$ cat src/design/mul_defs.svh
// width macros for the packed multiply block
// lane count, lane width, register width and dot-sum width

`ifndef MUL_DEFS_SVH
`define MUL_DEFS_SVH

// four lanes per source register
`define MUL_LANES 4

// one lane, product is twice this
`define LANE_WIDTH 16

// source and result register width
`define WORD_WIDTH 64

// dot sum of four lane products
// sized to match the separate multiply-accumulate chain
`define DOT_WIDTH 36

`endif

$ cat src/design/mulCmdPkg.sv
// request-side types for the packed multiply block
// operation enum, incoming request and staged command

`default_nettype none

`include "mul_defs.svh"

package mulCmdPkg;

	// result form, codes follow the execute-stage mode numbers
	// unlisted codes give a zero result
	typedef enum logic [2:0]
	{
		opLowWord  = 3'd1,
		opPairWord = 3'd3,
		opPackLow  = 3'd4,
		opPackHigh = 3'd5,
		opDotSum   = 3'd6
	} mulOp;

	// one request from the issue side, valid is a one-cycle strobe
	typedef struct packed
	{
		logic                   valid;
		mulOp                   op;
		logic                   isUnsigned;
		logic [`WORD_WIDTH-1:0] rs;
		logic [`WORD_WIDTH-1:0] rt;
	} mulReq;

	// control that travels next to the data through stage 1
	typedef struct packed
	{
		mulOp op;
		logic isUnsigned;
	} mulCmd;

endpackage

`default_nettype wire

$ cat src/design/mulResultPkg.sv
// result-side types for the packed multiply block
// per-lane products and the unit output

`default_nettype none

`include "mul_defs.svh"

package mulResultPkg;

	// four full-width lane products, lane 0 in the low bits
	typedef struct packed
	{
		logic [2*`LANE_WIDTH-1:0] prod3;
		logic [2*`LANE_WIDTH-1:0] prod2;
		logic [2*`LANE_WIDTH-1:0] prod1;
		logic [2*`LANE_WIDTH-1:0] prod0;
	} laneProd;

	// formatted result
	// valid strobes once per accepted request
	typedef struct packed
	{
		logic                   valid;
		logic [`WORD_WIDTH-1:0] value;
	} mulOut;

endpackage

`default_nettype wire

$ cat src/design/pipeStage.sv
// holdable register stage with a valid bit
// payload type is a parameter

`timescale 1ns/10ps
`default_nettype none

module pipeStage #(
	parameter type payloadT = logic
) (
	input  logic    clock,
	input  logic    rst,
	input  logic    hold,
	input  logic    inValid,
	input  payloadT inData,
	output logic    outValid,
	output payloadT outData
);

	// valid is the only control state here
	always_ff @(posedge clock)
	begin
		if (rst)
			outValid <= 1'b0;
		else if (!hold)
			outValid <= inValid;
	end

	// payload just follows the stage, frozen by hold
	always_ff @(posedge clock)
	begin
		if (!hold)
			outData <= inData;
	end

endmodule

`default_nettype wire

$ cat src/design/laneProducts.sv
// per-lane 16x16 multipliers for the packed multiply block
// sign or zero extension per lane, products staged once

`timescale 1ns/10ps
`default_nettype none

`include "mul_defs.svh"

module laneProducts (
	input  logic                   clock,
	input  logic                   rst,
	input  logic                   hold,
	input  logic                   inValid,
	input  logic [`WORD_WIDTH-1:0] rs,
	input  logic [`WORD_WIDTH-1:0] rt,
	input  logic                   isUnsigned,
	output mulResultPkg::laneProd  products
);

	mulResultPkg::laneProd prodNext;

	// each lane is widened to 32 bits, then only the low 32 bits
	// of the product are kept; that is exact for 16x16 either way
	always_comb
	begin
		logic [`LANE_WIDTH-1:0]   rsLane;
		logic [`LANE_WIDTH-1:0]   rtLane;
		logic [2*`LANE_WIDTH-1:0] rsExt;
		logic [2*`LANE_WIDTH-1:0] rtExt;
		for (int lane = 0; lane < `MUL_LANES; lane++)
		begin
			rsLane = rs[lane*`LANE_WIDTH +: `LANE_WIDTH];
			rtLane = rt[lane*`LANE_WIDTH +: `LANE_WIDTH];
			// sign fill only for signed lanes
			rsExt = {{`LANE_WIDTH{rsLane[`LANE_WIDTH-1] & ~isUnsigned}}, rsLane};
			rtExt = {{`LANE_WIDTH{rtLane[`LANE_WIDTH-1] & ~isUnsigned}}, rtLane};
			prodNext[lane*2*`LANE_WIDTH +: 2*`LANE_WIDTH] = rsExt * rtExt;
		end
	end

	// stage valid is carried by the command stage in the top level
	pipeStage #(
		.payloadT(mulResultPkg::laneProd)
	) i_prodStage (
		.clock   (clock),
		.rst     (rst),
		.hold    (hold),
		.inValid (inValid),
		.inData  (prodNext),
		.outValid(),
		.outData (products)
	);

endmodule

`default_nettype wire

$ cat src/design/dotAccumulate.sv
// dot-product path of the packed multiply block
// own lane products summed into a 36-bit staged result

`timescale 1ns/10ps
`default_nettype none

`include "mul_defs.svh"

module dotAccumulate (
	input  logic                   clock,
	input  logic                   rst,
	input  logic                   hold,
	input  logic                   inValid,
	input  logic [`WORD_WIDTH-1:0] rs,
	input  logic [`WORD_WIDTH-1:0] rt,
	input  logic                   isUnsigned,
	output logic [`DOT_WIDTH-1:0]  dotSum
);

	logic [`DOT_WIDTH-1:0] sumNext;

	// separate multipliers, so the sum does not wait on the lane path
	always_comb
	begin
		logic [`LANE_WIDTH-1:0]   rsLane;
		logic [`LANE_WIDTH-1:0]   rtLane;
		logic [2*`LANE_WIDTH-1:0] rsExt;
		logic [2*`LANE_WIDTH-1:0] rtExt;
		logic [2*`LANE_WIDTH-1:0] prod;
		sumNext = '0;
		for (int lane = 0; lane < `MUL_LANES; lane++)
		begin
			rsLane = rs[lane*`LANE_WIDTH +: `LANE_WIDTH];
			rtLane = rt[lane*`LANE_WIDTH +: `LANE_WIDTH];
			rsExt = {{`LANE_WIDTH{rsLane[`LANE_WIDTH-1] & ~isUnsigned}}, rsLane};
			rtExt = {{`LANE_WIDTH{rtLane[`LANE_WIDTH-1] & ~isUnsigned}}, rtLane};
			prod = rsExt * rtExt;
			// widen each product before adding, 4 bits of headroom
			sumNext = sumNext + {{(`DOT_WIDTH-2*`LANE_WIDTH){prod[2*`LANE_WIDTH-1] & ~isUnsigned}}, prod};
		end
	end

	pipeStage #(
		.payloadT(logic [`DOT_WIDTH-1:0])
	) i_sumStage (
		.clock   (clock),
		.rst     (rst),
		.hold    (hold),
		.inValid (inValid),
		.inData  (sumNext),
		.outValid(),
		.outData (dotSum)
	);

endmodule

`default_nettype wire

$ cat src/design/resultFormat.sv
// result formatter of the packed multiply block
// picks one of five result forms and registers the output

`timescale 1ns/10ps
`default_nettype none

`include "mul_defs.svh"

module resultFormat (
	input  logic                  clock,
	input  logic                  rst,
	input  logic                  hold,
	input  logic                  cmdValid,
	input  mulCmdPkg::mulCmd      cmd,
	input  mulResultPkg::laneProd products,
	input  logic [`DOT_WIDTH-1:0] dotSum,
	output mulResultPkg::mulOut   result
);

	logic                   lowFill;
	logic                   dotFill;
	logic [`WORD_WIDTH-1:0] valueNext;
	logic                   outValidQ;
	logic [`WORD_WIDTH-1:0] outValueQ;

	// fill bits for the two widened forms
	assign lowFill = products.prod0[2*`LANE_WIDTH-1] & ~cmd.isUnsigned;
	assign dotFill = dotSum[`DOT_WIDTH-1] & ~cmd.isUnsigned;

	always_comb
	begin
		case (cmd.op)
			mulCmdPkg::opLowWord:
				valueNext = {{(`WORD_WIDTH-2*`LANE_WIDTH){lowFill}}, products.prod0};
			mulCmdPkg::opPairWord:
				valueNext = {products.prod1, products.prod0};
			// lane 3 ends up in the top 16 bits
			mulCmdPkg::opPackLow:
				valueNext = {products.prod3[`LANE_WIDTH-1:0], products.prod2[`LANE_WIDTH-1:0],
					products.prod1[`LANE_WIDTH-1:0], products.prod0[`LANE_WIDTH-1:0]};
			mulCmdPkg::opPackHigh:
				valueNext = {products.prod3[2*`LANE_WIDTH-1:`LANE_WIDTH],
					products.prod2[2*`LANE_WIDTH-1:`LANE_WIDTH],
					products.prod1[2*`LANE_WIDTH-1:`LANE_WIDTH],
					products.prod0[2*`LANE_WIDTH-1:`LANE_WIDTH]};
			mulCmdPkg::opDotSum:
				valueNext = {{(`WORD_WIDTH-`DOT_WIDTH){dotFill}}, dotSum};
			default:
				valueNext = '0;
		endcase
	end

	always_ff @(posedge clock)
	begin
		if (rst)
			outValidQ <= 1'b0;
		else if (!hold)
			outValidQ <= cmdValid;
	end

	always_ff @(posedge clock)
	begin
		if (!hold)
			outValueQ <= valueNext;
	end

	// a pending result is masked during hold and shows again after it
	assign result = '{valid: outValidQ & ~hold, value: outValueQ};

endmodule

`default_nettype wire

$ cat src/design/simdMulUnit.sv
// top level of the packed multiply block
// lane products, dot sum and command in stage 1, formatter in stage 2

`timescale 1ns/10ps
`default_nettype none

`include "mul_defs.svh"

module simdMulUnit (
	input  logic                clock,
	input  logic                rst,
	input  logic                hold,
	input  mulCmdPkg::mulReq    req,
	output mulResultPkg::mulOut result
);

	mulCmdPkg::mulCmd      reqCmd;
	mulCmdPkg::mulCmd      stagedCmd;
	logic                  cmdValid;
	mulResultPkg::laneProd stagedProd;
	logic [`DOT_WIDTH-1:0] stagedSum;

	assign reqCmd = '{op: req.op, isUnsigned: req.isUnsigned};

	// both data paths see the same operands on the same edge
	laneProducts i_laneProducts (
		.clock     (clock),
		.rst       (rst),
		.hold      (hold),
		.inValid   (req.valid),
		.rs        (req.rs),
		.rt        (req.rt),
		.isUnsigned(req.isUnsigned),
		.products  (stagedProd)
	);

	dotAccumulate i_dotAccumulate (
		.clock     (clock),
		.rst       (rst),
		.hold      (hold),
		.inValid   (req.valid),
		.rs        (req.rs),
		.rt        (req.rt),
		.isUnsigned(req.isUnsigned),
		.dotSum    (stagedSum)
	);

	// command stage owns the stage 1 valid
	pipeStage #(
		.payloadT(mulCmdPkg::mulCmd)
	) i_cmdStage (
		.clock   (clock),
		.rst     (rst),
		.hold    (hold),
		.inValid (req.valid),
		.inData  (reqCmd),
		.outValid(cmdValid),
		.outData (stagedCmd)
	);

	resultFormat i_resultFormat (
		.clock   (clock),
		.rst     (rst),
		.hold    (hold),
		.cmdValid(cmdValid),
		.cmd     (stagedCmd),
		.products(stagedProd),
		.dotSum  (stagedSum),
		.result  (result)
	);

endmodule

`default_nettype wire

$ cat config.mk
export PLATFORM = sky130hd
export DESIGN_NAME = simdMulUnit
export DESIGN_NICKNAME = d
export VERILOG_FILES = /design/src/design/mulCmdPkg.sv /design/src/design/mulResultPkg.sv /design/src/design/pipeStage.sv /design/src/design/laneProducts.sv /design/src/design/dotAccumulate.sv /design/src/design/resultFormat.sv /design/src/design/simdMulUnit.sv
export VERILOG_INCLUDE_DIRS = /design/src /design/src/design
export SDC_FILE = /design/constraint.sdc
export NUM_CORES = 2
export LEC_CHECK = 0
export ABC_AREA = 1
export BUFFER_PORTS_ARGS = -buffer_cell sky130_fd_sc_hd__clkbuf_2
export CAP_MARGIN = 15
export CORE_MARGIN = 4
export CORE_UTILIZATION = 45
export CTS_BUF_LIST = sky130_fd_sc_hd__clkbuf_16
export DETAILED_ROUTE_END_ITERATION = 7
export PLACE_DENSITY = 0.69
export SYNTH_ARGS = -nofsm -noshare
export SYNTH_HDL_FRONTEND = slang
export SYNTH_SLANG_ARGS = --single-unit
$ cat constraint.sdc
create_clock -name clock -period 12.28 [get_ports clock]
set_input_delay 1.842 -clock clock [delete_from_list [all_inputs] [get_ports clock]]
set_output_delay 1.842 -clock clock [all_outputs]
set_load 0.1 [all_outputs]
### Word-level counts from Yosys, hierarchy flattened

Cells that the tools add are included.

| word-level totals | value |
|---|---|
| memories | 0 |
| bits in writable memories | 0 |
| bits in registers | 234 |
| bits in latches | 0 |
| bits in read-only memories | 0 |
| input port bits | 136 |

| operators by class | value |
|---|---|
| $add $sub $neg | 3 |
| reductions and logical operators | 0 |
| magnitude comparators | 0 |
| divide/modulo/power cells | 0 |
| equality and inequality tests | 5 |
| shift-type cells | 0 |
| mux-type cells | 1 |
| bitwise logic cells | 18 |
| multiply operators | 4 |

Operators with widths:

| operator | count |
|---|---|
| $pmux 64 s5 | 1 |
| $mul 17x17->32 | 4 |
| $add 36x36->36 | 2 |
| $add 33x33->34 | 1 |
| $and 1x1->1 | 15 |
| $eq 3x3->1 const B | 3 |
| $eq 3x1->1 const B | 1 |
| $eq 3x2->1 const B | 1 |
| $not 1->1 | 3 |

### Logic depth before layout (Yosys ltp)

| depth | value |
|---|---|
| depth in word-level cells | 7 |
| depth in mapped cells | 51 |
| mapped depth without buffers | 49 |

### Cells and area by module

A second synthesis with hierarchy kept.

| second synthesis, totals | value |
|---|---|
| cell total of the unflattened synthesis | 12961 |
| area total of the unflattened synthesis | 102346.9 µm² |

By module, submodules not included:

| module | instances | seq. area each (µm²) | cells each | area each (µm²) |
|---|---|---|---|---|
| dotAccumulate | 1 | 0.0 | 6336 | 48157.4 |
| laneProducts | 1 | 0.0 | 5890 | 44795.5 |
| resultFormat | 1 | 1941.9 | 543 | 4202.8 |
| pipeStage (i_laneProducts.i_prodStage) | 1 | 3863.7 | 136 | 3892.5 |
| pipeStage (i_dotAccumulate.i_sumStage) | 1 | 1101.1 | 44 | 1129.8 |
| pipeStage (i_cmdStage) | 1 | 140.1 | 12 | 168.9 |

### Worst setup path after synthesis

OpenSTA, ideal clock, no wires.

| timing | value |
|---|---|
| kind | input-to-reg |
| start | input port req[74] (netlist bit) |
| end | register i_dotAccumulate.i_sumStage.outData[35] (netlist bit), data pin |
| slack | 2.141 ns |
| library setup time | 0.268 ns |
| arrival | 9.872 ns |
| cell stages on the path | 45 |
| data required time | 12.012 ns |
| cell sequence | clkbuf_1 -> clkbuf_1 -> nand2_1 -> fa_1 -> fa_1 -> inv_1 -> fa_1 -> inv_1 -> fa_1 -> inv_1 -> fa_1 -> inv_1 -> fa_1 -> inv_1 -> ha_1 -> nand2_1 -> nor2_1 -> nand3_1 -> (+9 left out) -> nor3_1 -> nand2_1 -> nand3_1 -> nand4_1 -> nand2_1 -> nand2_1 -> nand3_1 -> nand2_1 -> fa_1 -> inv_1 -> ha_1 -> nand2_1 -> nor4_1 -> nand2_1 -> o211ai_1 -> nand2_1 -> nand3_1 -> o21ai_0 |

RTL lines:

| item | line | text |
|---|---|---|
| start: declaration | simdMulUnit.sv:13 | `input mulCmdPkg::mulReq req,` |
| end signal: assignment | pipeStage.sv:32 | `outData <= inData;` |
| end: declaration | pipeStage.sv:16 | `output payloadT outData` |

==> results.py <==
metrics = {
    "detailed_routing": {
        "wirelength_um": 153000,
        "ant_nets": 0,
        "drt_iter0_drc": 3773,
        "dr.pass1.iters": 5,
        "viasPerCell": 5.12,
        "drt-wirelength-per-cell_um": 18.3,
        "vias": 42700,
        "drc": 0,
    },
    "layout": {
        "final_layout_size_suffix_gt1_share_pct": 4.69,
        "n_fill_cell": 11800,
        "ff_latch_area_um2": 7010,
        "layout.nets": 8373,
        "multi_input_area_um2": 40700,
        "synthToLayoutAreaGrowth_pct": 5.43,
        "final_core_util_pct": 47.8,
        "design_area_um2": 59200,
    },
    "cts": {
        "cts-resized-gates": 0,
        "ctsRootBufferMaster": "clkbuf_16",
        "clkTransAtPathRegs_ns": 0.07,
        "htreeDepth": 1,
        "cts_setup_buffers": 0,
        "cts_sinks": 234,
        "tritoncts": "built",
        "clk_latency_ns": 0.58,
        "clk_path_buf_depth": 3,
        "cts-hold-fix-buffers": 0,
        "cts_made_buffers": 26,
    },
    "sta": {
        "hold_ws_ns": 0.472,
        "post-route-min-period_ns": 10.95,
        "setup_viol": 0,
        "hold_viol": 0,
        "fin_setup_tns_ns": 0,
        "fmax_mhz": 91.3,
        "worst_pin_slew_ns": 0.996,
        "rsz0062_at_grt": "no",
        "drv_slew": 0,
        "skew_ns": 0.0356,
        "relSlewSlack_pct": 33.6,
        "fin_crit_sh_pct": 89.2,
    },
    "grt": {
        "grt_pass1_wl_um": 249000,
        "grt_use_met3_pct": 4.54,
        "grt_max_degree": 87,
        "grt_pass1_vias": 45800,
        "grtUsageTotal_pct": 24.1,
        "met2_usage_pct": 39.5,
        "grt_overflow": 0,
        "antenna_found_initial": 8,
        "grt_use_met1_pct": 33.1,
        "grt-busiest-layer": "met2",
    },
    "critical_path": {
        "rrSetupSlack_ns": 9.40,
        "cpMaxStageDelayCell": "fa_1",
        "worst-path-max-fanout": 16,
        "cp.arrival_ns": 11.27,
        "critPathCaptureType": "register",
        "crit_type": "input pin to register",
        "worstSetupStartpointType": "input pin",
        "cp_data_required_time_ns": 12.59,
        "cpPeakStageDelay_ns": 0.52,
    },
    "synthesis": {
        "synthArstFlopShare_pct": 0,
        "seq_area_frac_synth_pct": 12.5,
        "syn_inst": 6727,
        "synth_seq_cells": 234,
        "ys.flop_type": "edfxtp_1",
        "synth_enable_flop_cells": 232,
        "syn_nets": 8420,
        "syn_area_per_cell_um2": 8.34,
        "netlist_area_um2": 56100,
        "synth.distinct_cells": 54,
        "ys_warn_count": 0,
    },
    "die": {
        "start_util_pct": 45.3,
        "core-area_um2": 124000,
        "ios": 201,
        "dieArea_um2": 130000,
        "chipWidth_um": 361,
        "rows": 129,
        "die_h_um": 361,
    },
    "placed_design": {
        "gp_congestion": 0.985,
        "numPortBuffers": 200,
        "dpl.hpwl_um": 129000,
        "place_area_um2": 58200,
    },
    "min_path": {
        "hold_class": "register to register",
    },
    "flow_run": {
        "drv_cap": 0,
    },
    "run_status": {
        "status": "finished, final reports clean",
    },
}
layout make-up:
| class | instances | area share, % |
|---|---|---|
| Antenna cell | 1 | 0.00423 |
| Clock buffer | 26 | 1.10 |
| Clock inverter | 22 | 0.520 |
| Inverter | 1952 | 12.4 |
| Multi-Input combinational cell | 4250 | 68.8 |
| Sequential cell | 234 | 11.8 |
| Tap cell | 1637 | 3.46 |
| Timing Repair Buffer | 216 | 1.89 |
cells in the mapped netlist, types with 38 or more instances:
library cell | number | area (um^2)
inv_1 | 1947 | 7310
nand2_1 | 1606 | 6030
fa_1 | 1165 | 23300
ha_1 | 392 | 4900
clkbuf_1 | 280 | 1050
edfxtp_1 | 232 | 6970
nor2_1 | 226 | 848
a21oi_1 | 193 | 966
xor2_1 | 111 | 972
xnor2_1 | 98 | 858
o21ai_0 | 97 | 485
nand3_1 | 93 | 465
nand4_1 | 40 | 250
or2_2 | 38 | 238
final timing paths:
path | from | to | cells after the start
worst max-delay path | req[128] | i_dotAccumulate.i_sumStage.outData[34]$_DFFE_PN_ | 37
worst min-delay path | i_cmdStage.outValid$_SDFFE_PP0N_ | i_cmdStage.outValid$_SDFFE_PP0N_ | 2
worst max register to register | i_cmdStage.outData[3]$_DFFE_PN_ | i_resultFormat.outValueQ[25]$_DFFE_PN_ | 5
worst min register to register | i_cmdStage.outValid$_SDFFE_PP0N_ | i_cmdStage.outValid$_SDFFE_PP0N_ | 2
sequential cells by signal, summed over array words and instances, names as in the netlist:
signal                              flops
i_cmdStage.outData                      4
i_cmdStage.outValid                     1
i_dotAccumulate.i_sumStage.outData     36
i_laneProducts.i_prodStage.outData    128
i_resultFormat.outValidQ                1
i_resultFormat.outValueQ               64
per-stage QoR:
step,setup WS (ns),cells
6_report,1.33,8338
5_1_grt,0.651,8338
3_3_place_gp,0.926,8289
3_5_place_dp,0.860,8289
4_1_cts,1.43,8337
2_1_floorplan,2.14,6727
layout by cell type, fill, tap and decap left out, types with 6 or more instances in the layout:
cell type,count
inv_1,1949
nand3_1,93
o2111ai_1,16
xor2_1,111
a21o_1,21
a221oi_1,6
bufinv_16,7
o21ai_1,25
nor2_1,225
clkbuf_16,26
edfxtp_1,232
nor4_1,13
ha_1,392
clkbuf_2,200
or2_2,38
o211ai_1,8
xnor2_1,98
buf_4,16
fa_1,1165
a211oi_1,6
nor3_1,23
nand4_1,40
o21ai_0,97
o21bai_1,14
a21oi_1,193
a31oi_1,7
nand2_1,1606
cell families (layout without fill, tap and decap cells):
group	after synthesis	after routing	share of synthesized area, %
AND/OR/NAND/NOR	2057	2057	14.5
AO/OA/AOI/OAI	426	426	4.36
buffers and inverters	2243	2216	15.0
other	0	1	0
flip-flops	234	234	12.5
adder cells (fa/ha/maj)	1557	1557	50.3
XOR/XNOR	210	210	3.29
worst max-delay path: cells and delay by family:
family                   cells  cell delay (ns)
adder cells (fa/ha/maj)     10             4.26
AO/OA/AOI/OAI               15             2.68
AND/OR/NAND/NOR              4             1.09
XOR/XNOR                     3             0.71
buffers and inverters        5             0.69
metal layers:
metal | up-vias | routed length (um)
met1 | 21400 | 62600
met3 | 251 | 14700
li1 | 19300 | -
met5 | - | 41
met2 | 1722 | 71000
met4 | 6 | 4430
Power is left out: the tool's default activity adds up to more than one toggle a clock period on the data nets, which glitch-free logic cannot reach.
